==> src/idct_pkg.sv <==
package idct_pkg;

	localparam int N = 8;
	localparam int BLOCK_SIZE = N * N;
	localparam int PAIR_WORDS = BLOCK_SIZE / 2;

	// scaling after each matrix pass
	localparam int PASS1_SHIFT = 8;
	localparam int PASS2_SHIFT = 16;

	typedef logic signed [15:0] coeff_t;
	typedef logic [7:0] pixel_t;
	typedef logic signed [31:0] acc_t;
	typedef logic [4:0] pair_addr_t;
	typedef logic [5:0] elem_addr_t;

	// round(4096 * a(k) * cos((2n+1)k pi/16)), one row per k
	localparam coeff_t COS_TABLE [BLOCK_SIZE] = '{
		1448, 1448, 1448, 1448, 1448, 1448, 1448, 1448,
		2009, 1703, 1138, 400, -400, -1138, -1703, -2009,
		1892, 784, -784, -1892, -1892, -784, 784, 1892,
		1703, -400, -2009, -1138, 1138, 2009, 400, -1703,
		1448, -1448, -1448, 1448, 1448, -1448, -1448, 1448,
		1138, -2009, 400, 1703, -1703, -400, 2009, -1138,
		784, -1892, 1892, -784, -784, 1892, -1892, 784,
		400, -1138, 1703, -2009, 2009, -1703, 1138, -400
	};

	typedef struct packed {
		coeff_t hi;
		coeff_t lo;
	} coeff_pair_t;

	typedef struct packed {
		logic [15:0] unused;
		pixel_t hi;
		pixel_t lo;
	} pixel_pair_t;

	// buffer word, coefficients on the way in and pixels on the way out
	typedef union packed {
		coeff_pair_t coeffs;
		pixel_pair_t pixels;
	} block_word_t;

	typedef struct packed {
		pixel_t data;
		logic last;
	} pixel_beat_t;

	typedef struct packed {
		logic en;
		pair_addr_t addr;
		block_word_t word;
	} buf_write_t;

	typedef struct packed {
		logic pass;
		logic half;
		logic load;
		logic add;
	} mac_ctrl_t;

endpackage

==> src/mac_datapath.sv <==
module mac_datapath (
	input logic Clock,
	input logic Resetn,
	input idct_pkg::mac_ctrl_t ctrl,
	input idct_pkg::elem_addr_t cos_index,
	input idct_pkg::acc_t operands [4],
	output idct_pkg::acc_t t_value,
	output idct_pkg::pixel_t pixel
);
	import idct_pkg::*;

	coeff_t cos_q [4];
	acc_t op_q [4];
	acc_t prod [4];
	acc_t sum;
	acc_t acc;
	acc_t scaled;
	logic [2:0] col;
	logic load_q;
	logic add_q;

	// pass one walks C by output column n, pass two by output row m
	assign col = ctrl.pass ? cos_index[5:3] : cos_index[2:0];

	// rom read and operand capture share one register stage
	always_ff @(posedge Clock) begin
		for (int j = 0; j < 4; j++) begin
			cos_q[j] <= COS_TABLE[{ctrl.half, 2'(j), col}];
			op_q[j] <= operands[j];
		end
	end

	always_ff @(posedge Clock or negedge Resetn) begin
		if (!Resetn) begin
			load_q <= 1'b0;
			add_q <= 1'b0;
		end else begin
			load_q <= ctrl.load;
			add_q <= ctrl.add;
		end
	end

	always_comb begin
		sum = '0;
		for (int j = 0; j < 4; j++) begin
			prod[j] = op_q[j] * acc_t'(cos_q[j]);
			sum = sum + prod[j];
		end
	end

	always_ff @(posedge Clock) begin
		if (load_q) begin
			acc <= sum;
		end else if (add_q) begin
			acc <= acc + sum;
		end
	end

	assign t_value = acc >>> PASS1_SHIFT;
	assign scaled = acc >>> PASS2_SHIFT;

	// clip to 0..255
	always_comb begin
		if (acc < 0) begin
			pixel = '0;
		end else if (scaled > 255) begin
			pixel = '1;
		end else begin
			pixel = scaled[7:0];
		end
	end

endmodule

==> config.mk <==
export PLATFORM = sky130hd
export DESIGN_NAME = mac_datapath
export DESIGN_NICKNAME = d
export VERILOG_FILES = /design/src/idct_pkg.sv /design/src/mac_datapath.sv
export SDC_FILE = /design/constraint.sdc
export NUM_CORES = 2
export LEC_CHECK = 0
export BUFFER_PORTS_ARGS = -buffer_cell sky130_fd_sc_hd__buf_2
export CELL_PAD_IN_SITES_DETAIL_PLACEMENT = 1
export CELL_PAD_IN_SITES_GLOBAL_PLACEMENT = 1
export CORE_MARGIN = 2
export CORE_UTILIZATION = 40
export DETAILED_ROUTE_END_ITERATION = 6
export GPL_ROUTABILITY_DRIVEN = 0
export PLACE_DENSITY = 0.73
export SYNTH_ARGS = -nofsm -noshare
export SYNTH_HDL_FRONTEND = slang
export SYNTH_SLANG_ARGS = --single-unit
==> constraint.sdc <==
create_clock -name Clock -period 11.1 [get_ports Clock]
set_input_delay 2.22 -clock Clock [delete_from_list [all_inputs] [get_ports Clock]]
set_output_delay 2.22 -clock Clock [all_outputs]
set_load 0.005 [all_outputs]
# After elaboration in Yosys (flattened, before gate mapping)
# Memory sizes are Yosys's and may differ from the RTL's.
# Index checks and enable logic that the tools add are counted.
# word_totals
n_memories	6
ram_bits	192
inputBits	140
regBits	34
output_inout_bits	40
mem_bits_ro	4096
wordCells	41
latch_bits	0
# op_classes
n_bitwise	4
n_addsub	4
eq_ne	0
n_mux	13
shift	0
n_mul	4
n_div	0
n_lt_le_gt_ge	6
n_reduce_logical	1
# mem_list
name	depth	word_bits	read_ports	rd_clocked_by_memory_dff	wr	line	source
(no name shown)	64	16	1	0	0	mac_datapath.sv:28	cos_q[j] <= COS_TABLE[{ctrl.half, 2'(j), col}];
(no name shown)	64	16	1	0	0	mac_datapath.sv:28	
(no name shown)	64	16	1	0	0	mac_datapath.sv:28	
(no name shown)	64	16	1	0	0	mac_datapath.sv:28	
op_q	4	32	4	0	4	mac_datapath.sv:13	acc_t op_q [4];
cos_q	4	16	4	0	4	mac_datapath.sv:12	coeff_t cos_q [4];
# ops
cell	n
adder 32 bit	4
multiplier 32 x 16 -> 32 bit	4
2-to-1 mux 16 bit	8
2-to-1 mux 32 bit	2
< comparator 32 x 1 -> 1 bit, second input constant	1
>= comparator 7 bit, second input constant	4
NOT 6 -> 7 bit	4
> comparator 16 x 9 -> 1 bit, second input constant	1
2-to-1 mux 8 bit	2
2-to-1 mux 3 bit	1
nonzero test 2 bit	1

# Longest topological paths before layout
# depth
ltp_word	7
mapped_depth	41

# Worst setup path after synthesis
# No wires, ideal clock.
# synth_path
path_type	reg2reg
from	memory cos_q[0][14] (netlist name)
to	register acc[29], data pin
setup_time_ps	260
slack_ps	1343
t_required_ps	10840
stages_incl_launch_ff	37
arrival_ps	9497
path_cell_list	dfxtp_1 > clkbuf_1 > and2_1 > inv_1 > fa_1 > fa_1 > fa_1 > inv_1 > fa_1 > inv_1 > fa_1 > fa_1 > inv_1 > fa_1 > fa_1 > fa_1 > inv_1 > fa_1 > inv_1 > ha_1 > a211oi_1 > nand2_1 > o31ai_2 > o22ai_1 > o21a_1 > nor2_1 > xnor2_1 > ha_1 > a21o_1 > a21o_1 > a21o_1 > nand2_1 > o41ai_2 > a41oi_1 > nand2b_1 > xor2_1 > mux2_4
# synth_lines
element	line	source
start, declared	mac_datapath.sv:12	
end signal, assigned	mac_datapath.sv:53	acc <= sum;
end signal, assigned	mac_datapath.sv:55	acc <= acc + sum;
end, declared	mac_datapath.sv:16	acc_t acc;

==> metrics <==
Synth top area share 0.535; clock skew 27.7 ps; Compound-Gate Fraction of Synth Area 0.0287; WS Path Type flop to flop; R2R cell count 32; Final period util 0.954; cell mode on critical path fa_1; proportion of synthesized area in mux cells 0.00283; crit path DAT 10,910 ps; RSZ-0062 raised after global routing no; H-tree depth 4; Post-CTS Hold Fix Bufs 0; Die W 345 um; Die ar. 119,000 um^2; fin nets 6,431; xor/xnor share of the synthesized area 0.0330; most frequent cells in the layout 1,299 x inv_1, 1,241 x fa_1, 638 x nand2_1; total gr overflow 0; CORE AREA 115,000 um^2; initial drt markers 1,412; commonest non-fill, non-tap cell in the layout inv_1; Max Fclk 0.0944 GHz; Max stage delay cell, worst path dfxtp_1; fraction of registers with async set/reset 0.0106; Simple-Gate Fraction of Synth Area 0.108; antenna-violating nets left 0; final-report hold violation count 0; crit path time final 10,590 ps; row cnt 124; Via density 4.87; CTS tree built; clk buf depth 2; First-pass DRT Iterations 5; layout cells sized above 1 0.0619; # IOs 180; CP max FO 18; Die H 345 um; GRT Util Overall 0.233; Synth cell types 60; Yosys reg bits 188; Post-Synthesis Cells 4,684; worst hold path stage count 2; Post-CTS Setup Bufs 0; Sink Count 188; crit path launch type flop; total number of vias 30,600; Required @ worst endpoint 11,410 ps; slowest stage delay, CP 860 ps; ranking of synthesized cells by area fa_1 54%, inv_1 11%, ha_1 8.1%; # DRC 0; Slew Viols, Final 0; Post-Syn Area 46,400 um^2; adder-cell area share of the yosys netlist 0.616; synth warn 0; syn_nets 6,365; status finished clean; largest net degree at the start of global routing 60; final HPWL from detailed placement 116,000 um; register area share after synthesis 0.0882; post-synth top area cell fa_1; DR WL/cell 20.6 um; clk_lat worst skew 580 ps; Worst-path clk slew 90 ps; CTS Buf Count 17; Rel. slew slack 0.231; number of flops mapped to enable cells by yosys 32; Synth Flop Type dfxtp_1; P&R area growth vs syn 6.50%; Inserted Diodes 0; largest family of logic cells by synthesized area adder cells; Mapped Avg Cell Area 9.91 um^2; slew of the pin with the lowest slew margin 1120 ps; vias in the first global route 36,200; hold slack 697 ps; number of antenna violations at the first check in global routing 2; Setup TNS 0 ps; Setup crit end kind flop; first-pass GRT wire length 205,000 um; Initial Util 0.405; hold crit path type flop to flop; root buf cell clkbuf_16; drt total wl 129,000 um; setup violators final 0; max-cap viol count 0; IO buf count 174
[state kept, by name (all words and copies together), names as in the netlist]
| signal | cells |
|---|---|
| op_q | 123 |
| cos_q | 31 |
| add_q | 1 |
| load_q | 1 |
| acc | 32 |
[worst max-delay path, delay by kind of cell, from the launching register on]
kind | cells | cell delay [ps]
buf+inv | 5 | 600
flops | 1 | 860
xor+xnor | 1 | 330
fa+ha+maj | 12 | 5930
compound gates | 8 | 1650
simple gates | 6 | 960
[worst paths after layout]
| kind | startpoint | to | slack (ps) |
|---|---|---|---|
| max | cos_q[1][1] | acc[30] | 510 |
| min | acc[0] | acc[0] | 700 |
| max reg2reg | cos_q[1][1] | acc[30] | 510 |
| min reg2reg | acc[0] | acc[0] | 700 |
| max in group asynchronous | Resetn | load_q | 9580 |
| min in group asynchronous | Resetn | load_q | 1420 |
[per-layer routing]
| layer | part of all wire | global-route usage | vias to the layer above |
|---|---|---|---|
| met2 | 0.53 | 0.415 | 657 |
| met3 | 0.043 | 0.0379 | 209 |
| met1 | 0.39 | 0.278 | 16300 |
| met4 | 0.046 | 0.0986 | 2 |
| met5 | 0.00010 | 0 | - |
| li1 | - | - | 13400 |
[per-stage QoR]
stage,utilization,instances,instance area [um^2],setup WS [ps]
floorplan,-,4684,46400,1340
global placement,0.426,6243,48800,543
detailed placement,0.426,6243,48800,268
CTS,0.431,6275,49400,227
global route,0.431,6275,49400,6.98
finish,0.431,6275,49400,505
[layout make-up]
class                   count  area (um^2)
repair buffers            235         1330
multi-input cells        3008        36600
clock buffers              17          425
flip-flops and latches    188         4100
inverters                1300         4880
well taps                1512         1890
clock inverters            15          191
fillers                 12900        65200
[cell usage after synthesis (all sizes together) (42+ instances only)]
cell type / count
fa: 1241
a21oi: 62
nor2b: 46
nand2: 638
ha: 300
dfxtp: 154
o21ai: 52
buf: 42
xnor2: 137
clkbuf: 146
inv: 1300
and2: 277
nor2: 45
[cell families after synthesis]
group,after synthesis
flip-flops,188
AO/OA/AOI/OAI,204
AND/OR/NAND/NOR,1076
XOR/XNOR,175
adder cells (fa/ha/maj),1541
buffers and inverters,1488
multiplexers,12
[what timing repair did]
action / in CTS / in global routing
resized for setup: 0 / 5
setup endpoints to repair: 0 / 4
hold endpoints to repair: 0 / 0
Power is left out: the tool's default activity adds up to more than one toggle a clock period on the data nets, which glitch-free logic cannot reach.
