**config.mk**
```make
export PLATFORM = sky130hd
export DESIGN_NAME = transpose_ram
export DESIGN_NICKNAME = d
export VERILOG_FILES = /design/src/idct_pkg.sv /design/src/transpose_ram.sv
export SDC_FILE = /design/constraint.sdc
export NUM_CORES = 2
export LEC_CHECK = 0
export BUFFER_PORTS_ARGS = -buffer_cell sky130_fd_sc_hd__buf_2
export CORE_MARGIN = 2
export CORE_UTILIZATION = 63
export DETAILED_ROUTE_END_ITERATION = 16
export PLACE_DENSITY = 0.86
export SLEW_MARGIN = 20
export SYNTH_ARGS = -nofsm -noshare
export SYNTH_HDL_FRONTEND = slang
export SYNTH_SLANG_ARGS = --single-unit
```
**constraint.sdc**
```tcl
create_clock -name Clock -period 5.5 [get_ports Clock]
set_clock_uncertainty 0.15 [all_clocks]
set_input_delay 0.825 -clock Clock [delete_from_list [all_inputs] [get_ports Clock]]
set_output_delay 0.825 -clock Clock [all_outputs]
set_load 0.02 [all_outputs]
```
**src/idct_pkg.sv**
```systemverilog
package idct_pkg;

	localparam int N = 8;
	localparam int BLOCK_SIZE = N * N;
	localparam int PAIR_WORDS = BLOCK_SIZE / 2;

	// scaling after each matrix pass
	localparam int PASS1_SHIFT = 8;
	localparam int PASS2_SHIFT = 16;

	typedef logic signed [15:0] coeff_t;
	typedef logic [7:0] pixel_t;
	typedef logic signed [31:0] acc_t;
	typedef logic [4:0] pair_addr_t;
	typedef logic [5:0] elem_addr_t;

	// round(4096 * a(k) * cos((2n+1)k pi/16)), one row per k
	localparam coeff_t COS_TABLE [BLOCK_SIZE] = '{
		1448, 1448, 1448, 1448, 1448, 1448, 1448, 1448,
		2009, 1703, 1138, 400, -400, -1138, -1703, -2009,
		1892, 784, -784, -1892, -1892, -784, 784, 1892,
		1703, -400, -2009, -1138, 1138, 2009, 400, -1703,
		1448, -1448, -1448, 1448, 1448, -1448, -1448, 1448,
		1138, -2009, 400, 1703, -1703, -400, 2009, -1138,
		784, -1892, 1892, -784, -784, 1892, -1892, 784,
		400, -1138, 1703, -2009, 2009, -1703, 1138, -400
	};

	typedef struct packed {
		coeff_t hi;
		coeff_t lo;
	} coeff_pair_t;

	typedef struct packed {
		logic [15:0] unused;
		pixel_t hi;
		pixel_t lo;
	} pixel_pair_t;

	// buffer word, coefficients on the way in and pixels on the way out
	typedef union packed {
		coeff_pair_t coeffs;
		pixel_pair_t pixels;
	} block_word_t;

	typedef struct packed {
		pixel_t data;
		logic last;
	} pixel_beat_t;

	typedef struct packed {
		logic en;
		pair_addr_t addr;
		block_word_t word;
	} buf_write_t;

	typedef struct packed {
		logic pass;
		logic half;
		logic load;
		logic add;
	} mac_ctrl_t;

endpackage

```
**src/transpose_ram.sv**
```systemverilog
module transpose_ram (
	input logic Clock,
	input logic wr_en,
	input idct_pkg::elem_addr_t wr_addr,
	input idct_pkg::acc_t wr_data,
	input idct_pkg::elem_addr_t rd_addr_a,
	input idct_pkg::elem_addr_t rd_addr_b,
	output idct_pkg::acc_t rd_data_a,
	output idct_pkg::acc_t rd_data_b
);
	import idct_pkg::*;

	// T values, addressed {row, column}
	acc_t mem [BLOCK_SIZE];

	always_ff @(posedge Clock) begin
		if (wr_en) begin
			mem[wr_addr] <= wr_data;
		end
		rd_data_a <= mem[rd_addr_a];
		rd_data_b <= mem[rd_addr_b];
	end

endmodule
```
# Word level (Yosys, flattened, before mapping)
# Memories as Yosys holds them, arrays and structs flattened. A register that Yosys moved wholly into a read port is not among the register bits.
# Index checks and enable logic that the tools add are counted.
# W data, S select, Z words.
# classes
shifts	0
magnitude_cmp	0
mul	0
mux	2
div_mod_pow	0
n_addsub	0
reduce_logical	0
eq_ne	0
n_bitwise	0
# ops
cell	count
$mux W1	2
# word_totals
regBits	0
output_inout_bits	64
word_cells	3
mem_bits_ro	0
ramBits	2048
memories	1
latchBits	0
# mem_list
memory	depth	word_bits	read_ports	rd_clocked_by_memory_dff	write_ports	line_no	text
mem	64	32	2	2	1	transpose_ram.sv:14	acc_t mem [BLOCK_SIZE];

# Logic depth before layout (Yosys ltp)
# depth
depth_word	2
ltp_mapped	10
ltp_nobuf	5

# Least setup slack after synthesis
# No wires, ideal clock.
# synth_timing
kind	input port to flip-flop
start	input port wr_addr[3]
end	memory mem[48][0] in the netlist's numbering, enable pin
t_arrival_ns	3.555
stages	4
setup_slack_ns	1.334
t_required_ns	4.889
cell_sequence	clkbuf_1 nor2b_1 nand4b_1 nor3_1
# synth_lines
element	line_no	text
start: declaration	transpose_ram.sv:4	input idct_pkg::elem_addr_t wr_addr,
end: declaration	transpose_ram.sv:14	
# No word-level cell before the write port.

==> results.sh <==
export IMPL_top_layer="met5"
export IMPL_initial_core_util=0.636
export IMPL_hold_viol=0
export IMPL_power_density_nw_per_um2=330
export IMPL_insertion_delay_ns=0.87
export IMPL_grt_pass1_wl_um=436000
export IMPL_synth_seq_cells=2112
export IMPL_crit_buf_inv=3
export IMPL_power_mw=35.1
export IMPL_stdcell_count=6806
export IMPL_fin_tns_setup_ns=0
export IMPL_antenna_found_initial=37
export IMPL_fp_dieW_um=394
export IMPL_cts_resized=0
export IMPL_post_route_min_period_ns=3.55
export IMPL_first_iter_violations=12300
export IMPL_grt_pass1_vias=57800
export IMPL_cts_htree_levels=4
export IMPL_ios=116
export IMPL_max_vdd_ir_drop_mv=0.231
export IMPL_cts_tree="yes"
export IMPL_cts_sinks=2112
export IMPL_critPathMaxStageDelay_ns=0.80
export IMPL_area_delta_synth_final_pct=11.1
export IMPL_endpoint="rd_data_b[8]"
export IMPL_synth_xor_area_share=0
export IMPL_ys_warnings_count=0
export IMPL_dieArea_um2=155000
export IMPL_root_buffer="clkbuf_16"
export IMPL_numCtsBuffers=197
export IMPL_fin_util=0.707
export IMPL_gp_congestion=0.918
export IMPL_r2r_slack_ns=2.81
export IMPL_clkSlewWorstSetupHoldPaths_ns=0.06
export IMPL_grt_max_degree=85
export IMPL_synth_top_family_by_area="multiplexers"
export IMPL_synth_avg_cell_area_um2=21.7
export IMPL_cp_depth=7
export IMPL_synth_cells=4412
export IMPL_cts_setup_buffers=0
export IMPL_synth_compound_area_frac=0.0239
export IMPL_r2r_start="mem[11][16]"
export IMPL_slowest_stage="o211ai_1"
export IMPL_fin_nets=4646
export IMPL_cap_viol_max_count=0
export IMPL_drt_wl_total_um=312000
export IMPL_muxShareOfSynthArea=0.290
export IMPL_synth_simple_area_share=0.0113
export IMPL_cts_buffer_depth=3
export IMPL_fp_dieH_um=394
export IMPL_synthAdderAreaFrac=0
export IMPL_rsz0062_at_grt="no"
export IMPL_overflow=0
export IMPL_worst_setup_path_start_kind="primary input"
export IMPL_critPathRequiredTime_ns=6.04
export IMPL_syn_num_nets=4464
export IMPL_worst_pin_slew_ns=1.33
export IMPL_wl_met2_um=139000
export IMPL_drv_slew=0
export IMPL_path_max_fanout=45
export IMPL_dp_cells=6409
export IMPL_vias=57300
export IMPL_cp_arrival_ns=4.09
export IMPL_regArea_um2=62800
export IMPL_crit_family="buffers and inverters"
export IMPL_whs_ns=0.221
export IMPL_slew_headroom=0.111
export IMPL_r2r_end="rd_data_b[16]"
export IMPL_fmax_mhz=282
export IMPL_seq_area_frac_synth=0.656
export IMPL_finalCritPeriodShare=0.645
export IMPL_min_from="wr_data[15]"
export IMPL_worst_r2r_path_depth=4
export IMPL_drtPass1Iterations=8
export IMPL_hold_path_class="in -> reg"
export IMPL_io_buffers=115
export IMPL_post_drt_wl_per_cell_um=45.9
export IMPL_netlist_cell_type_count=38
export IMPL_hpwlAfterDp_um=174000
export IMPL_status="finished clean"
export IMPL_dr_wl_met3_um=59900
export IMPL_drive_gt1_frac=0.393
export IMPL_setup_viol=0
export IMPL_startpoint="rd_addr_b[0]"
export IMPL_m1WireLength_um=88800
export IMPL_multiInputGateArea_um2=31700
export IMPL_p_leak_nw=33.5
export IMPL_num_fill_cells=8050
export IMPL_core_um2=150000
export IMPL_std_cell_rows=142
export IMPL_postCtsHoldBufs=0
export IMPL_ant_nets=0
export IMPL_worstPathCellList="buf_8 > buf_12 > buf_4 > mux4_2 > mux2_2 > o211ai_1 > a21oi_1"
export IMPL_worstSetupPathType="in -> reg"
export IMPL_setup_worst_path_end_class="flop"
export IMPL_drc=0
export IMPL_netlist_area_um2=95700
export IMPL_avgViaCountPerCell=8.42
export IMPL_track_usage=0.404
## cells by family (layout without fill, tap and decap cells)
group | Yosys count | after routing
other | 0 | 25
AND/OR/NAND/NOR | 248 | 248
multiplexers | 1364 | 1364
buffers and inverters | 348 | 701
AO/OA/AOI/OAI | 340 | 340
flip-flops | 2112 | 2112
## how the worst min path moves through the flow
stage,slack (ns),cells past startpoint,to
floorplan,0.63,4,rd_data_a[0]
global placement,0.67,4,rd_data_a[18]
detailed placement,0.71,4,rd_data_a[18]
CTS,0.34,3,rd_data_a[6]
global route,0.22,1,mem[46][15]
finish,0.22,1,mem[41][15]
## synth_stat cells, drive strengths merged
library cell,number,area [um^2]
a211oi,15,113
a21boi,1,7.51
a21oi,58,290
a221oi,13,114
a22oi,85,638
a32oi,9,78.8
and2,6,37.5
buf,212,1240
clkbuf,135,507
dfxtp,64,1280
edfxtp,2048,61500
inv,1,3.75
mux2,36,405
mux2i,204,2040
mux4,1124,25300
nand2,93,349
nand2b,8,50.1
nand3,9,45.0
nand3b,6,45.0
nand4,2,12.5
nand4b,1,8.76
nor2,94,353
nor2b,19,119
nor3,3,15.0
o211a,1,10.0
o211ai,27,203
o21ai,49,245
o221ai,16,140
o22ai,56,350
o32a,9,90.1
o41ai,1,8.76
or2,3,18.8
or3,2,12.5
or3b,2,17.5
## through the flow
step | instance area, um^2 | worst slack (ns)
finish | 106000 | 1.95
global placement | 99600 | 1.34
CTS | 106000 | 2.08
global route | 106000 | 1.83
detailed placement | 99600 | 1.27
floorplan | 95700 | 1.33
## flip-flops by register name, indices dropped and copies added, names as in the netlist
register,cells
rd_data_b,32
rd_data_a,32
mem,2048
## area by class of cell
cell class / count / share of cell area
antenna: 25 / 0.000589
sequential: 2112 / 0.591
clock inverter: 114 / 0.0108
inverter: 1 / 0.0000353
timing repair buffer: 330 / 0.0257
clock buffer: 256 / 0.0507
multi-input combinational: 1952 / 0.298
tap: 2016 / 0.0237
## worst register-to-register path, delay by kind of cell (launching register included)
| kind | cells | cell delay (ns) |
|---|---|---|
| multiplexers | 2 | 1.04 |
| flip-flops | 1 | 0.44 |
| AO/OA/AOI/OAI | 2 | 0.89 |
## metal layers
metal | track usage | up-vias
met5 | 0.00154 | -
met4 | 0.241 | 30
met3 | 0.187 | 1721
met2 | 0.589 | 6944
met1 | 0.497 | 28700
li1 | - | 19900
## cell usage in the layout (no fill, tap or decap), types with 5 or more instances in the layout
cell and n:
o21ai_1 32, and2_1 5, o32a_1 9, clkbuf_16 201, diode_2 25, buf_8 6
clkinv_1 24, inv_6 7, o22ai_1 56, mux4_2 1124, clkinvlp_4 10, nand3b_1 6
clkbuf_1 40, buf_2 82, o211ai_1 27, a32oi_1 9, nor2b_1 15, nor2_4 63
nand2_1 92, bufinv_16 20, clkinv_2 46, nand3_1 9, a21oi_1 58, buf_12 31
o21ai_0 17, mux2i_1 204, nand2b_1 7, nor2_1 30, a211oi_1 15, mux2_2 36
a221oi_1 13, a22oi_1 85, buf_4 209, o221ai_1 16, clkbuf_8 15, edfxtp_1 2048
dfxtp_1 64
## power by group
part / internal (mW) / switching [mW]
clock network: 7.86 / 6.17
logic: 1.19 / 1.87
registers: 17.8 / 0.163
Note: power is estimated with default switching activity, not from simulation.
