$ cat src/idct_pkg.sv
package idct_pkg;

	localparam int N = 8;
	localparam int BLOCK_SIZE = N * N;
	localparam int PAIR_WORDS = BLOCK_SIZE / 2;

	// scaling after each matrix pass
	localparam int PASS1_SHIFT = 8;
	localparam int PASS2_SHIFT = 16;

	typedef logic signed [15:0] coeff_t;
	typedef logic [7:0] pixel_t;
	typedef logic signed [31:0] acc_t;
	typedef logic [4:0] pair_addr_t;
	typedef logic [5:0] elem_addr_t;

	// round(4096 * a(k) * cos((2n+1)k pi/16)), one row per k
	localparam coeff_t COS_TABLE [BLOCK_SIZE] = '{
		1448, 1448, 1448, 1448, 1448, 1448, 1448, 1448,
		2009, 1703, 1138, 400, -400, -1138, -1703, -2009,
		1892, 784, -784, -1892, -1892, -784, 784, 1892,
		1703, -400, -2009, -1138, 1138, 2009, 400, -1703,
		1448, -1448, -1448, 1448, 1448, -1448, -1448, 1448,
		1138, -2009, 400, 1703, -1703, -400, 2009, -1138,
		784, -1892, 1892, -784, -784, 1892, -1892, 784,
		400, -1138, 1703, -2009, 2009, -1703, 1138, -400
	};

	typedef struct packed {
		coeff_t hi;
		coeff_t lo;
	} coeff_pair_t;

	typedef struct packed {
		logic [15:0] unused;
		pixel_t hi;
		pixel_t lo;
	} pixel_pair_t;

	// buffer word, coefficients on the way in and pixels on the way out
	typedef union packed {
		coeff_pair_t coeffs;
		pixel_pair_t pixels;
	} block_word_t;

	typedef struct packed {
		pixel_t data;
		logic last;
	} pixel_beat_t;

	typedef struct packed {
		logic en;
		pair_addr_t addr;
		block_word_t word;
	} buf_write_t;

	typedef struct packed {
		logic pass;
		logic half;
		logic load;
		logic add;
	} mac_ctrl_t;

endpackage

$ cat src/idct_sequencer.sv
module idct_sequencer (
	input logic Clock,
	input logic Resetn,
	input logic block_loaded,
	output logic block_done,
	output idct_pkg::pair_addr_t rd_addr,
	input idct_pkg::block_word_t rd_data,
	output idct_pkg::buf_write_t wr,
	output logic t_wr_en,
	output idct_pkg::elem_addr_t t_wr_addr,
	output idct_pkg::acc_t t_wr_data,
	output idct_pkg::elem_addr_t t_rd_addr_a,
	output idct_pkg::elem_addr_t t_rd_addr_b,
	input idct_pkg::acc_t t_rd_data_a,
	input idct_pkg::acc_t t_rd_data_b,
	output idct_pkg::mac_ctrl_t ctrl,
	output idct_pkg::elem_addr_t cos_index,
	output idct_pkg::acc_t operands [4],
	input idct_pkg::acc_t t_value,
	input idct_pkg::pixel_t pixel
);
	import idct_pkg::*;

	typedef enum logic [2:0] {S_IDLE, S_LEAD_IN, S_ROW, S_COLUMN, S_LEAD_OUT} seq_state_t;

	seq_state_t state;
	logic pass;
	logic running;
	logic [2:0] outer;
	logic [2:0] ld_cnt;
	logic [3:0] cnt;
	logic [1:0] cap_idx;
	logic [1:0] fin_q;
	logic [1:0] pass_q;
	elem_addr_t elem_q [2];
	acc_t opnd [8];
	pixel_t pix_hold [N];

	assign running = (state == S_ROW) || (state == S_COLUMN);
	assign cap_idx = ld_cnt[1:0] - 2'd1;

	// lead-in fetch: S' pairs of row outer, or column outer of T two rows at a time
	assign rd_addr = {outer, ld_cnt[1:0]};
	assign t_rd_addr_a = {ld_cnt[1:0], 1'b0, outer};
	assign t_rd_addr_b = {ld_cnt[1:0], 1'b1, outer};

	// cnt[3:1] is the output element, cnt[0] the half of k
	assign cos_index = pass ? {cnt[3:1], outer} : {outer, cnt[3:1]};

	always_comb begin
		ctrl.pass = pass;
		ctrl.half = cnt[0];
		ctrl.load = running & ~cnt[0];
		ctrl.add = running & cnt[0];
		for (int j = 0; j < 4; j++) begin
			operands[j] = opnd[{cnt[0], 2'(j)}];
		end
	end

	// accumulator is final two cycles after the second half
	assign t_wr_en = fin_q[1] & ~pass_q[1];
	assign t_wr_addr = elem_q[1];
	assign t_wr_data = t_value;

	// odd column completes the pixel pair
	always_comb begin
		wr.en = fin_q[1] & pass_q[1] & elem_q[1][0];
		wr.addr = elem_q[1][5:1];
		wr.word.pixels.unused = '0;
		wr.word.pixels.hi = pix_hold[elem_q[1][5:3]];
		wr.word.pixels.lo = pixel;
	end

	always_ff @(posedge Clock or negedge Resetn) begin
		if (!Resetn) begin
			state <= S_IDLE;
			pass <= 1'b0;
			outer <= '0;
			ld_cnt <= '0;
			cnt <= '0;
			fin_q <= '0;
			block_done <= 1'b0;
		end else begin
			block_done <= 1'b0;
			fin_q <= {fin_q[0], running & cnt[0]};
			case (state)
				S_IDLE: begin
					if (block_loaded) begin
						pass <= 1'b0;
						outer <= '0;
						state <= S_LEAD_IN;
					end
				end
				S_LEAD_IN: begin
					ld_cnt <= ld_cnt + 3'd1;
					if (ld_cnt == 3'd4) begin
						ld_cnt <= '0;
						state <= pass ? S_COLUMN : S_ROW;
					end
				end
				S_ROW, S_COLUMN: begin
					cnt <= cnt + 4'd1;
					if (cnt == 4'd15) begin
						outer <= outer + 3'd1;
						state <= S_LEAD_IN;
						if (outer == 3'(N - 1)) begin
							pass <= 1'b1;
							if (state == S_COLUMN) begin
								state <= S_LEAD_OUT;
							end
						end
					end
				end
				S_LEAD_OUT: begin
					if (wr.en && wr.addr == 5'(PAIR_WORDS - 1)) begin
						block_done <= 1'b1;
						state <= S_IDLE;
					end
				end
				default: state <= S_IDLE;
			endcase
		end
	end

	always_ff @(posedge Clock) begin
		pass_q <= {pass_q[0], pass};
		elem_q[0] <= cos_index;
		elem_q[1] <= elem_q[0];
		if (state == S_LEAD_IN && ld_cnt != 3'd0) begin
			if (pass) begin
				opnd[{cap_idx, 1'b0}] <= t_rd_data_a;
				opnd[{cap_idx, 1'b1}] <= t_rd_data_b;
			end else begin
				opnd[{cap_idx, 1'b0}] <= acc_t'(rd_data.coeffs.hi);
				opnd[{cap_idx, 1'b1}] <= acc_t'(rd_data.coeffs.lo);
			end
		end
		if (fin_q[1] && pass_q[1] && !elem_q[1][0]) begin
			pix_hold[elem_q[1][5:3]] <= pixel;
		end
	end

endmodule

$ cat config.mk
export PLATFORM = sky130hd
export DESIGN_NAME = idct_sequencer
export DESIGN_NICKNAME = d
export VERILOG_FILES = /design/src/idct_pkg.sv /design/src/idct_sequencer.sv
export SDC_FILE = /design/constraint.sdc
export NUM_CORES = 1
export LEC_CHECK = 0
export BUFFER_PORTS_ARGS = -buffer_cell sky130_fd_sc_hd__buf_4
export CAP_MARGIN = 5
export CORE_MARGIN = 2
export CORE_UTILIZATION = 45
export CTS_BUF_LIST = sky130_fd_sc_hd__clkbuf_16
export DETAILED_ROUTE_END_ITERATION = 12
export GPL_ROUTABILITY_DRIVEN = 0
export PLACE_DENSITY = 0.75
export SYNTH_ARGS = -nofsm -noshare
export SYNTH_HDL_FRONTEND = slang
export SYNTH_SLANG_ARGS = --single-unit
$ cat constraint.sdc
create_clock -name Clock -period 4.7 [get_ports Clock]
set_input_delay 0.235 -clock Clock [delete_from_list [all_inputs] [get_ports Clock]]
set_output_delay 0.235 -clock Clock [all_outputs]
set_load 0.05 [all_outputs]
Word level (Yosys, flattened, before mapping)
Memory sizes are Yosys's and may differ from the RTL's. Cells that the tools add are included. W data, S select, Z words.

Logic and storage cells: 79. Register bits after elaboration: 19. Output and inout bits: 233. Memories kept: 3. Memory bits (writable): 332. Input port bits: 139.

Memory list: opnd (words 8, width 32, rd ports 4, clocked after Yosys merged registers in 0, wr ports 2, RTL line idct_sequencer.sv:36) `acc_t opnd [8];`; pix_hold (words 8, width 8, rd ports 1, clocked after Yosys merged registers in 0, wr ports 1, RTL line idct_sequencer.sv:37) `pixel_t pix_hold [N];`; elem_q (words 2, width 6, rd ports 2, clocked after Yosys merged registers in 0, wr ports 2, RTL line idct_sequencer.sv:35) `elem_addr_t elem_q [2];`.

Equal/unequal tests: 13. Bitwise operators: 9. Reductions and logical operators: 13. Add/subtract/negate cells: 4. Mux-type cells: 29.

Operator list (count): $mux W32 (2); $mux W3 (9); $mux W1 (14); $pmux W3 S4 (1); $ne A2 B2 Y1 const B (5); $eq A3 B3 Y1 const B (3); $reduce_and A4 Y1 (2); $add A3 B1 Y3 const B (2); $eq A3 B2 Y1 const B (2); $mux W6 (1); $pmux W3 S2 (1); $and A1 B1 Y1 (5); $eq A5 B5 Y1 const B (1); $add A4 B1 Y4 const B (1); $eq A4 B4 Y1 const B (1); $logic_and A1 B1 Y1 (4); $eq A3 B1 Y1 const B (1); $logic_not A3 Y1 (1); $reduce_and A3 Y1 (1); $reduce_bool A3 Y1 (1); $not A1 Y1 (2); $or A1 B1 Y1 (2); $pmux W1 S2 (1); $reduce_bool A2 Y1 (1); other kinds (4) (4).

Longest topological paths before layout
Gate-level depths: netlist of the first run.

Depth after elaboration: 5. Depth in mapped cells: 8. Mapped depth without buffers: 6.

Worst setup path after synthesis of the first run
Ideal clock, no wire load.

Kind: reg2reg. Start: register state[2]. End: memory opnd[0][0] (netlist bit) (enable). Setup time: 0.429 ns. Cell stages (with the launch flop): 5. Data required time: 4.271 ns. Path slack: 1.650 ns. Buffers on the path: 1. Clock period less this slack: 3.050 ns. Data arrival time: 2.621 ns. Cells stage by stage: dfrtp_1 > or3b_1 > buf_6 > nor2_1 > and2_1.

RTL lines: start: declaration (RTL line idct_sequencer.sv:26) `seq_state_t state;`; start signal: assignment (RTL line idct_sequencer.sv:98) `state <= pass ? S_COLUMN : S_ROW;`; end: declaration (RTL line idct_sequencer.sv:36).

==> results_dict.tcl, run 1 <==
set metrics [dict create \
    status "finished clean" \
    ioPinCount 372 \
    vias 7863 \
    worst_slew_pin_slew_ns 1.06 \
    setup_viol 0 \
    drt_iter0_drc 463 \
    drcViolationCount 0 \
    synth_edf_count 320 \
    synth.avg_cell_area_um2 16.4 \
    clk_path_buf_depth 3 \
    worstPathMaxFanout 33 \
    cts_tree "built" \
    io_buffers 289 \
    first_pass_iters 5 \
    design.die.area_um2 33400 \
    critPathRequiredTime_ns 4.95 \
    drive_gt1_frac 0.449 \
    vias_per_cell 5.11 \
    ir_drop_mv 0.537 \
    grtUsageTotal 0.184 \
    grt_max_degree 85 \
    layout.nets 1258 \
    ctsResizeCount 0 \
    hold_path_class "in -> reg" \
    dpl-instance-area_um2 16300 \
    grt_pass1_vias 7942 \
    async_reset_ff_frac 0.0484 \
    startpoint_type "flip-flop" \
    crit_type "reg -> reg" \
    wl_um 31500 \
    powerDensity_nw_per_um2 755 \
    max_slew_margin 0.290 \
    post-place-ws_ns 1.83 \
    p_leak_nw 6.81 \
    hold_viol_final 0 \
    areaGrowthSynthToFinish_pct 22.1 \
    seq_area_frac_synth 0.718 \
    slew_violations 0 \
    post_drt_wl_per_cell_um 20.5 \
    clkTransAtPathRegs_ns 0.06 \
    die_y_um 183 \
    clock_latency_ns 0.52 \
    die_w_um 183 \
    ant_nets 0 \
    antenna_found_initial 2 \
    hold_depth 3 \
    end_kind "flip-flop" \
    syn_inst 874 \
    finClkSkew_ns 0.0272 \
    core_um2 31500 \
    synth.distinct_cells 46 \
    fin_setup_tns_ns 0 \
    design_area_um2 17500 \
    cap_viol_max_count 0 \
    worstPathArrival_ns 3.14 \
    rr_worst_depth 4 \
    gr-total-overflow 0 \
    synth_warnings 0 \
    ys_ff_latch 351 \
    min_period_ns 2.90 \
    start_util 0.456 \
    dpl.hpwl_um 20200 \
    syn_area_um2 14400 \
    clock-root-buffer "clkbuf_16" \
    grt_pass1_wl_um 46000 \
    worst_slack_ns 1.80 \
    synth-main-ff-cell "edfxtp_1" \
    rsz0062_at_grt "no" \
    row_count 65 \
    fmax_mhz 345 \
    cts-buffers-inserted 37 \
    htreeDepth 2 \
    fin_crit_sh 0.616 \
    clock-sinks 351 \
]
[logic make-up (layout without fill, tap and decap cells)]
kind of cell | count (synthesis) | after routing | share of synthesized area
adders and majority gates | 9 | 9 | 0.00784
and+or+nand+nor | 162 | 162 | 0.0505
muxes | 155 | 155 | 0.127
DFF | 351 | 351 | 0.718
buffers and inverters | 127 | 373 | 0.0607
xor gates and xnor gates | 3 | 3 | 0.00183
AOI/OAI and AO/OA | 65 | 65 | 0.0329
other | 2 | 20 | 0.000523
[sequential cells by signal, indices dropped and copies added, names as in the netlist]
| name | count |
|---|---|
| opnd | 256 |
| pix_hold | 64 |
| elem_q | 12 |
| cnt | 4 |
| ld_cnt | 3 |
| outer | 3 |
| state | 3 |
| fin_q | 2 |
| pass_q | 2 |
| block_done | 1 |
| pass | 1 |
[cell usage after synthesis (5+ instances only)]
master      n  share of area
edfxtp_1  320           0.67
mux2_2    142           0.11
nor2b_1     7         0.0030
buf_2       6         0.0021
ha_1        9         0.0078
buf_1       7         0.0018
a22o_1      5         0.0030
nor3_1      6         0.0021
mux2i_1     5         0.0035
nor2_1     15         0.0039
dfxtp_1    14          0.020
o21ai_0     6         0.0021
nand2_1   105          0.027
and2_1     10         0.0044
buf_4      86          0.045
a21o_1     35          0.018
mux4_2      8          0.013
dfrtp_1    17          0.030
clkbuf_1   18         0.0047
[cell usage in the layout (no fill, tap or decap), drive strengths merged, types with 4 or more instances in the layout]
master,Yosys,routed
nor2,15,15
inv,3,10
a22o,5,5
a21oi,4,4
dfxtp,14,14
buf,106,296
a21o,35,35
clkinv,0,18
nand2,105,105
o21ai,6,6
nor2b,7,7
mux2,142,142
and3,4,4
and2,10,10
dlygate4sd3,0,9
nand2b,4,4
ha,9,9
nor3,7,7
conb,2,18
edfxtp,320,320
dfrtp,17,17
mux4,8,8
mux2i,5,5
clkbuf,18,38
[critical path: stages (launching register included)]
cell and delay (ns):
dfrtp_1 0.48, or3b_1 0.58, or3_2 0.86, buf_4 0.42, a21o_1 0.26
[area by class of cell]
| type | count | area, µm² |
|---|---|---|
| antenna | 2 | 5.00 |
| clock buffer | 38 | 951 |
| clock inverter | 27 | 165 |
| fill | 2463 | 13900 |
| inverter | 3 | 11.3 |
| multi-input combinational | 412 | 3250 |
| sequential | 351 | 10300 |
| tap | 402 | 503 |
| timing repair buffer | 305 | 2320 |
[worst paths after layout]
check                                 start          end  slack (ns)
worst max-delay path               state[1]  opnd[0][23]        1.80
worst min-delay path            rd_data[23]   opnd[2][7]        0.04
worst max register to register     state[1]  opnd[0][23]        1.80
worst min register to register    pass_q[0]    pass_q[1]        0.32
max in group asynchronous            Resetn       cnt[0]        4.35
min in group asynchronous            Resetn    ld_cnt[1]        0.12
[through the flow]
stage	instances	util	power [mW]	hold slack (ns)
final	1540	0.557	13.2	0.0354
after global routing	1540	0.557	13.8	0.0367
after CTS	1538	0.557	13.3	0.0168
after detailed placement	1464	0.518	10.7	0.117
after global placement	1464	0.518	10.6	0.112
after floorplan	890	-	9.13	-0.0606
[routing by layer]
layer / track usage / share of wire
met1: 0.224 / 0.39
met2: 0.303 / 0.48
met3: 0.0706 / 0.10
met4: 0.0619 / 0.024
met5: 0 / 0
[power breakdown]
part           switching [mW]  internal (mW)
logic                    4.07           1.78
registers               0.279           4.44
clock network            1.17           1.48
[what timing repair did]
| action | in CTS | in global routing |
|---|---|---|
| hold buffers | 9 | 0 |
| buffers inserted | 0 | 0 |
| hold endpoints to repair | 81 | 0 |
(Power assumes the default switching activity.)
==> run 2: changes to the inputs <==
--- a/config.mk
+++ b/config.mk
@@ -5,6 +5,7 @@
 export SDC_FILE = /design/constraint.sdc
 export NUM_CORES = 1
 export LEC_CHECK = 0
+export ABC_AREA = 1
 export BUFFER_PORTS_ARGS = -buffer_cell sky130_fd_sc_hd__buf_4
 export CAP_MARGIN = 5
 export CORE_MARGIN = 2
==> constraint.sdc (replaced) <==
create_clock -name Clock -period 2.7 [get_ports Clock]
set_input_delay 0.135 -clock Clock [delete_from_list [all_inputs] [get_ports Clock]]
set_output_delay 0.135 -clock Clock [all_outputs]
set_load 0.05 [all_outputs]
==> run 2 against run 1 <==
Against the previous run:
- core utilization up 4.4 points
- clock power rose by 100%
- hold slack got worse by 0.0054 ns
- routed wire length is 16% higher
- clock-buffer cell count up 2
- flip-flop and latch count unchanged
- die area is 1.3% higher
- critical path type unchanged
- final area up 8.7%
- cell count up 34%
- largest cell class unchanged
- critical endpoint is now opnd[2][8]
==> results_dict.tcl, run 2 <==
set metrics [dict create \
    status "finished clean" \
    post_drt_wl_per_cell_um 17.8 \
    synth-main-ff-cell "edfxtp_1" \
    synth_top_area_cell "edfxtp_1" \
    hold_viol_final 0 \
    worst_slew_pin_slew_ns 0.651 \
    rr_worst_depth 9 \
    vias_per_cell 4.99 \
    grtUsageTotal 0.214 \
    first_pass_iters 5 \
    utilization 0.601 \
    seq_area_frac_synth 0.709 \
    dpl.hpwl_um 22700 \
    worstPathArrival_ns 2.81 \
    cts-buffers-inserted 38 \
    design_area_um2 19000 \
    hold_path_class "in -> async" \
    synth.avg_cell_area_um2 11.2 \
    yosys.area.top_type_share 0.661 \
    fmax_mhz 392 \
    synth.most_common_cell "nand2_1" \
    drive_gt1_frac 0.236 \
    design.die.area_um2 33800 \
    row_count 65 \
    post_cts_buffers 0 \
    vias 10300 \
    largest_reg_flops 256 \
    ir_drop_mv 0.733 \
    netlist_top_cells_count "nand2_1, edfxtp_1, buf_4, inv_1, clkbuf_1" \
    end_kind "flip-flop" \
    clk_path_buf_depth 3 \
    finClkSkew_ns 0.0241 \
    syn_inst 1294 \
    ant_nets 0 \
    layout_common_cells "nand2_1, edfxtp_1, buf_4" \
    slew_violations 0 \
    die_y_um 184 \
    clock-root-buffer "clkbuf_16" \
    dpl-instance-area_um2 16700 \
    num_antenna_cells 0 \
    hold_slack_ns 0.0300 \
    max_flop_register "opnd" \
    io_buffers 289 \
    synth_edf_count 320 \
    ioPinCount 372 \
    fin_crit_sh 0.944 \
    clkTransAtPathRegs_ns 0.06 \
    p_leak_nw 8.31 \
    max_slew_margin 0.566 \
    r2r_slack_ns 0.15 \
    min_period_ns 2.55 \
    drt_iter0_drc 695 \
    worstPathMaxFanout 64 \
    setup_viol 0 \
    r2r_start "ld_cnt[0]" \
    clock-sinks 351 \
    core_um2 31700 \
    areaGrowthSynthToFinish_pct 31.0 \
    cts_tree "built" \
    wl_um 36700 \
    antenna_found_initial 0 \
    grt_pass1_wl_um 55000 \
    grt_pass1_vias 10100 \
    synth.area.top_cells "edfxtp_1, nand2_1, buf_4" \
    synth_warnings 0 \
    critPathRequiredTime_ns 2.96 \
    synth.distinct_cells 27 \
    powerDensity_nw_per_um2 1190 \
    gr-total-overflow 0 \
    layout_commonest_cell "nand2_1" \
    rsz0062_at_grt "yes" \
    layout.nets 1783 \
    r2r-end "opnd[2][8]" \
    finish.cell_count_without_fillers 2066 \
    syn_area_um2 14500 \
    crit_type "reg -> reg" \
    cap_viol_max_count 0 \
    start_util 0.459 \
    async_reset_ff_frac 0.0484 \
    die_w_um 184 \
    htreeDepth 2 \
    dp_cells 1893 \
    startpoint_type "flip-flop" \
    ys_ff_latch 351 \
    clock_latency_ns 0.53 \
    total_power_mw 22.7 \
    drcViolationCount 0 \
    grt_max_degree 132 \
]
## run 2: changes by cell type after synthesis, sizes merged, moves of 10 or more
| cell | previous run | this run |
|---|---|---|
| clkbuf | 18 | 32 |
| and2 | 10 | 0 |
| a21o | 35 | 0 |
| nand4 | 0 | 26 |
| nand2 | 105 | 632 |
| o21ai | 6 | 16 |
| inv | 3 | 46 |
| mux2 | 142 | 0 |
| nor2 | 15 | 31 |
| nand3 | 2 | 19 |
## run 2: worst max path at each step
| stage | endpoint | startpoint | depth (start not counted) | slack, ns |
|---|---|---|---|---|
| 3_3_place_gp | opnd[2][25] | ld_cnt[0] | 6 | 0.61 |
| 6_report | opnd[2][8] | ld_cnt[0] | 9 | 0.15 |
| 3_5_place_dp | opnd[2][25] | ld_cnt[0] | 6 | 0.52 |
| 5_1_grt | opnd[3][8] | ld_cnt[1] | 9 | -0.007 |
| 2_1_floorplan | opnd[0][0] | ld_cnt[0] | 5 | -0.34 |
| 4_1_cts | opnd[3][37] | ld_cnt[0] | 9 | 0.06 |
## run 2: power by group
part	internal (mW)	leakage, nW	total (mW)	switching (mW)
Combinational	2.65	4.44	10.2	7.58
Sequential	6.89	3.22	7.12	0.237
Clock	3.19	0.655	5.31	2.11
Total	12.7	8.31	22.7	9.93
## run 2: final cells by class
type	instances	area, µm²
fillers	2388	12700
flip-flops and latches	351	10300
repair buffers	420	3500
multi-input cells	778	3240
clock buffers	40	1000
well taps	402	503
clock inverters	29	299
inverters	46	183
## run 2: kinds of logic (layout without fill, tap and decap cells)
| family | count (synthesis) | count (layout) | synth area share |
|---|---|---|---|
| AND/OR/NAND/NOR | 716 | 716 | 0.195 |
| flip-flops | 351 | 351 | 0.709 |
| buffers and inverters | 181 | 535 | 0.0740 |
| AO/OA/AOI/OAI | 32 | 32 | 0.0114 |
| adder cells (fa/ha/maj) | 9 | 9 | 0.00774 |
| XOR/XNOR | 3 | 3 | 0.00181 |
| other | 2 | 18 | 0.000516 |
## run 2: per-layer routing
layer  global-route usage  routed length [µm]  vias up
li1                     -                   -     4873
met2                0.367               18300      448
met4               0.0890                1270        0
met5                    0                   0        -
met1                0.249               13500     4911
met3               0.0697                3680       86
## run 2: per-stage QoR
stage	setup TNS [ns]	setup slack (ns)
after floorplan	-88.11	-0.344
after global placement	0	0.609
final	0	0.151
after detailed placement	0	0.524
after CTS	0	0.0574
after global routing	-0.0194	-0.00672
## run 2: what timing repair did
item	CTS	global route
setup endpoints to repair	0	116
hold endpoints to repair	338	0
hold buffers	104	0
gates resized for setup	0	1
## run 2: critical path, stage by stage (launching register included)
cell and delay, ns:
dfrtp_1 0.46, inv_1 0.14, ha_1 0.24, nand2_1 0.13
nand2_4 0.13, nor2_8 0.19, inv_8 0.19, nand2_1 0.13
nand2_1 0.06, dlygate4sd3_1 0.61
==> run 3: changes to the inputs <==
--- a/config.mk
+++ b/config.mk
@@ -10,9 +10,10 @@
 export CAP_MARGIN = 5
 export CORE_MARGIN = 2
 export CORE_UTILIZATION = 45
-export CTS_BUF_LIST = sky130_fd_sc_hd__clkbuf_16
+export CTS_BUF_LIST = sky130_fd_sc_hd__clkbuf_8
 export DETAILED_ROUTE_END_ITERATION = 12
 export GPL_ROUTABILITY_DRIVEN = 0
+export GPL_TIMING_DRIVEN = 0
 export PLACE_DENSITY = 0.75
 export SYNTH_ARGS = -nofsm -noshare
 export SYNTH_HDL_FRONTEND = slang
==> constraint.sdc (replaced) <==
create_clock -name Clock -period 2.7 [get_ports Clock]
set_input_delay 0.54 -clock Clock [delete_from_list [all_inputs] [get_ports Clock]]
set_output_delay 0.54 -clock Clock [all_outputs]
set_load 0.05 [all_outputs]
==> run 3 against run 2 <==
Against the previous run:
- flip-flop and latch count is the same
- via count up 1.6%
- hold slack improved by 0.19 ns
- clock-buffer cell count is 17 higher
- combinational power grew 5%
- clock skew grew 0.0043 ns
- non-clock buffer count increased by 50
- largest cell class unchanged
- critical path depth is 3 lower
- critical path type is now reg -> out
- setup slack worse by 0.077 ns
==> results_dict.tcl, run 3 (same netlist as run 2, synthesis figures left out) <==
set metrics [dict create \
    antenna_found_initial 2 \
    critPathRequiredTime_ns 2.16 \
    worstHoldStart "pixel[6]" \
    largest_reg_flops 256 \
    cts_tree "built" \
    gr-total-overflow 0 \
    r2r_start "ld_cnt[0]" \
    crit_slowest_cell "dfrtp_2" \
    p_leak_nw 8.56 \
    hold_viol_final 0 \
    vias_per_cell 4.88 \
    grt_pass1_vias 10000 \
    core_um2 31700 \
    powerDensity_nw_per_um2 1160 \
    ioPinCount 372 \
    start_util 0.459 \
    clkTransAtPathRegs_ns 0.06 \
    fmax_mhz 381 \
    grt_max_degree 28 \
    slew_violations 0 \
    layout.nets 1849 \
    grt_busiest_layer "met2" \
    clk_path_buf_depth 3 \
    dpl.hpwl_um 25800 \
    worstPathArrival_ns 2.09 \
    p_comb_frac 0.486 \
    fin_setup_tns_ns 0 \
    htreeDepth 2 \
    max_slew_margin 0.394 \
    layout_commonest_cell "nand2_1" \
    clock-root-buffer "clkbuf_8" \
    row_count 65 \
    crit_path_start "cnt[0]" \
    dpl-instance-area_um2 17800 \
    drcViolationCount 0 \
    io_buffers 321 \
    grtUsageTotal 0.211 \
    hold_path_class "in -> reg" \
    crit_type "reg -> out" \
    cts-buffers-inserted 54 \
    end_kind "output port" \
    crit_top_cell "nand2_1" \
    power.net_switching_mw 10.1 \
    finClkSkew_ns 0.0284 \
    die_w_um 184 \
    drt_iter0_drc 759 \
    clkPwrFrac 0.191 \
    max_flop_register "opnd" \
    status "finished clean" \
    post_drt_wl_per_cell_um 16.9 \
    die_y_um 184 \
    layout_common_cells "nand2_1, buf_4, edfxtp_1" \
    whs_endpoint "pix_hold[6][6]" \
    utilization 0.597 \
    worstPathMaxFanout 10 \
    wl_um 36400 \
    design.die.area_um2 33800 \
    internal-power_mw 11.9 \
    ant_nets 0 \
    setup_viol 0 \
    min_period_ns 2.63 \
    vias 10500 \
    r2r_slack_ns 0.19 \
    hold_depth 1 \
    cap_viol_max_count 0 \
    use_met3 0.0569 \
    clock-sinks 351 \
    design_area_um2 18900 \
    power.share.switching 0.459 \
    cp_cell_sequence "inv_2 -> clkbuf_4 -> buf_4 -> nand2_1 -> nand2_1 -> buf_6" \
    fill_cells 2483 \
    areaGrowthSynthToFinish_pct 30.3 \
    grtUsageMet1 0.255 \
    grt_pass1_wl_um 53800 \
    total_power_mw 22.0 \
    rr_worst_depth 7 \
    first_pass_iters 5 \
    ir_drop_mv 0.696 \
    r2r-end "opnd[3][48]" \
    p_seq_frac 0.324 \
    drive_gt1_frac 0.325 \
    clock_latency_ns 0.59 \
    rsz0062_at_grt "yes" \
    worst_slew_pin_slew_ns 0.907 \
    grt_use_met2 0.366 \
    startpoint_type "flip-flop" \
    fin_crit_sh 0.972 \
    cpPeakStageDelay_ns 0.48 \
]
-- run 3: cell count changes in the layout (fill, tap and decap cells not counted), sizes merged --
cell / previous run / this run
buf: 316 / 442
bufinv: 5 / 2
clkbuf: 40 / 84
clkinv: 17 / 23
clkinvlp: 2 / 1
diode: 0 / 1
dlygate4sd3: 104 / 1
inv: 51 / 63
-- run 3: per-layer routing --
metal  part of all wire  vias to the layer above
met5            0.00044                        -
met4              0.026                        2
met3              0.098                       76
met2               0.50                      506
met1               0.38                     4873
li1                   -                     5021
-- run 3: area by class of cell --
cell class	count	area [µm²]	area share
multi-input cells	778	3290	0.173
flip-flops and latches	351	10300	0.545
plain buffers	135	995	0.0525
clock buffers	57	785	0.0414
inverters	46	178	0.00938
repair buffers	335	2640	0.139
diodes	1	2.50	0.000132
clock inverters	43	244	0.0129
well taps	402	503	0.0265
-- run 3: critical path: cells and delay by family (launching register included) --
kind / cells / cell delay (ns)
AND/OR/NAND/NOR: 2 / 0.25
flip-flops: 1 / 0.48
buffers and inverters: 4 / 0.78
-- run 3: worst max path at each step --
stage               slack [ns]             to  cells after the start
global placement         -1.68    opnd[0][28]                      5
global route            -0.005         wr[10]                      5
floorplan                -0.34     opnd[0][0]                      5
detailed placement        0.02    opnd[1][30]                      7
CTS                       0.01    opnd[1][48]                      7
finish                    0.07  operands[115]                      6
-- run 3: power by group through the flow --
| stage | clock [mW] | sequential, mW | combinational [mW] |
|---|---|---|---|
| after floorplan | 0 | 7.20 | 7.06 |
| after global placement | 0 | 7.25 | 10.3 |
| after detailed placement | 0 | 7.23 | 10.6 |
| after CTS | 4.27 | 7.12 | 10.7 |
| after global routing | 4.51 | 7.17 | 11.3 |
| final | 4.19 | 7.12 | 10.7 |
-- run 3: repair_timing --
| action | CTS | global route |
|---|---|---|
| hold endpoints to repair | 17 | 0 |
| gates resized for setup | 50 | 30 |
| hold buffers | 1 | 0 |
| setup buffers | 0 | 0 |
| setup endpoints to repair | 135 | 70 |
-- run 3: through the flow --
| stage | hold slack (ns) | setup WS, ns | instances |
|---|---|---|---|
| 6_report | 0.221 | 0.0747 | 2148 |
| 5_1_grt | 0.196 | -0.00548 | 2147 |
| 4_1_cts | 0.193 | 0.0120 | 2147 |
| 3_5_place_dp | 0.313 | 0.0164 | 2046 |
| 3_3_place_gp | 0.312 | -1.68 | 2033 |
| 2_1_floorplan | 0.244 | -0.344 | 1310 |
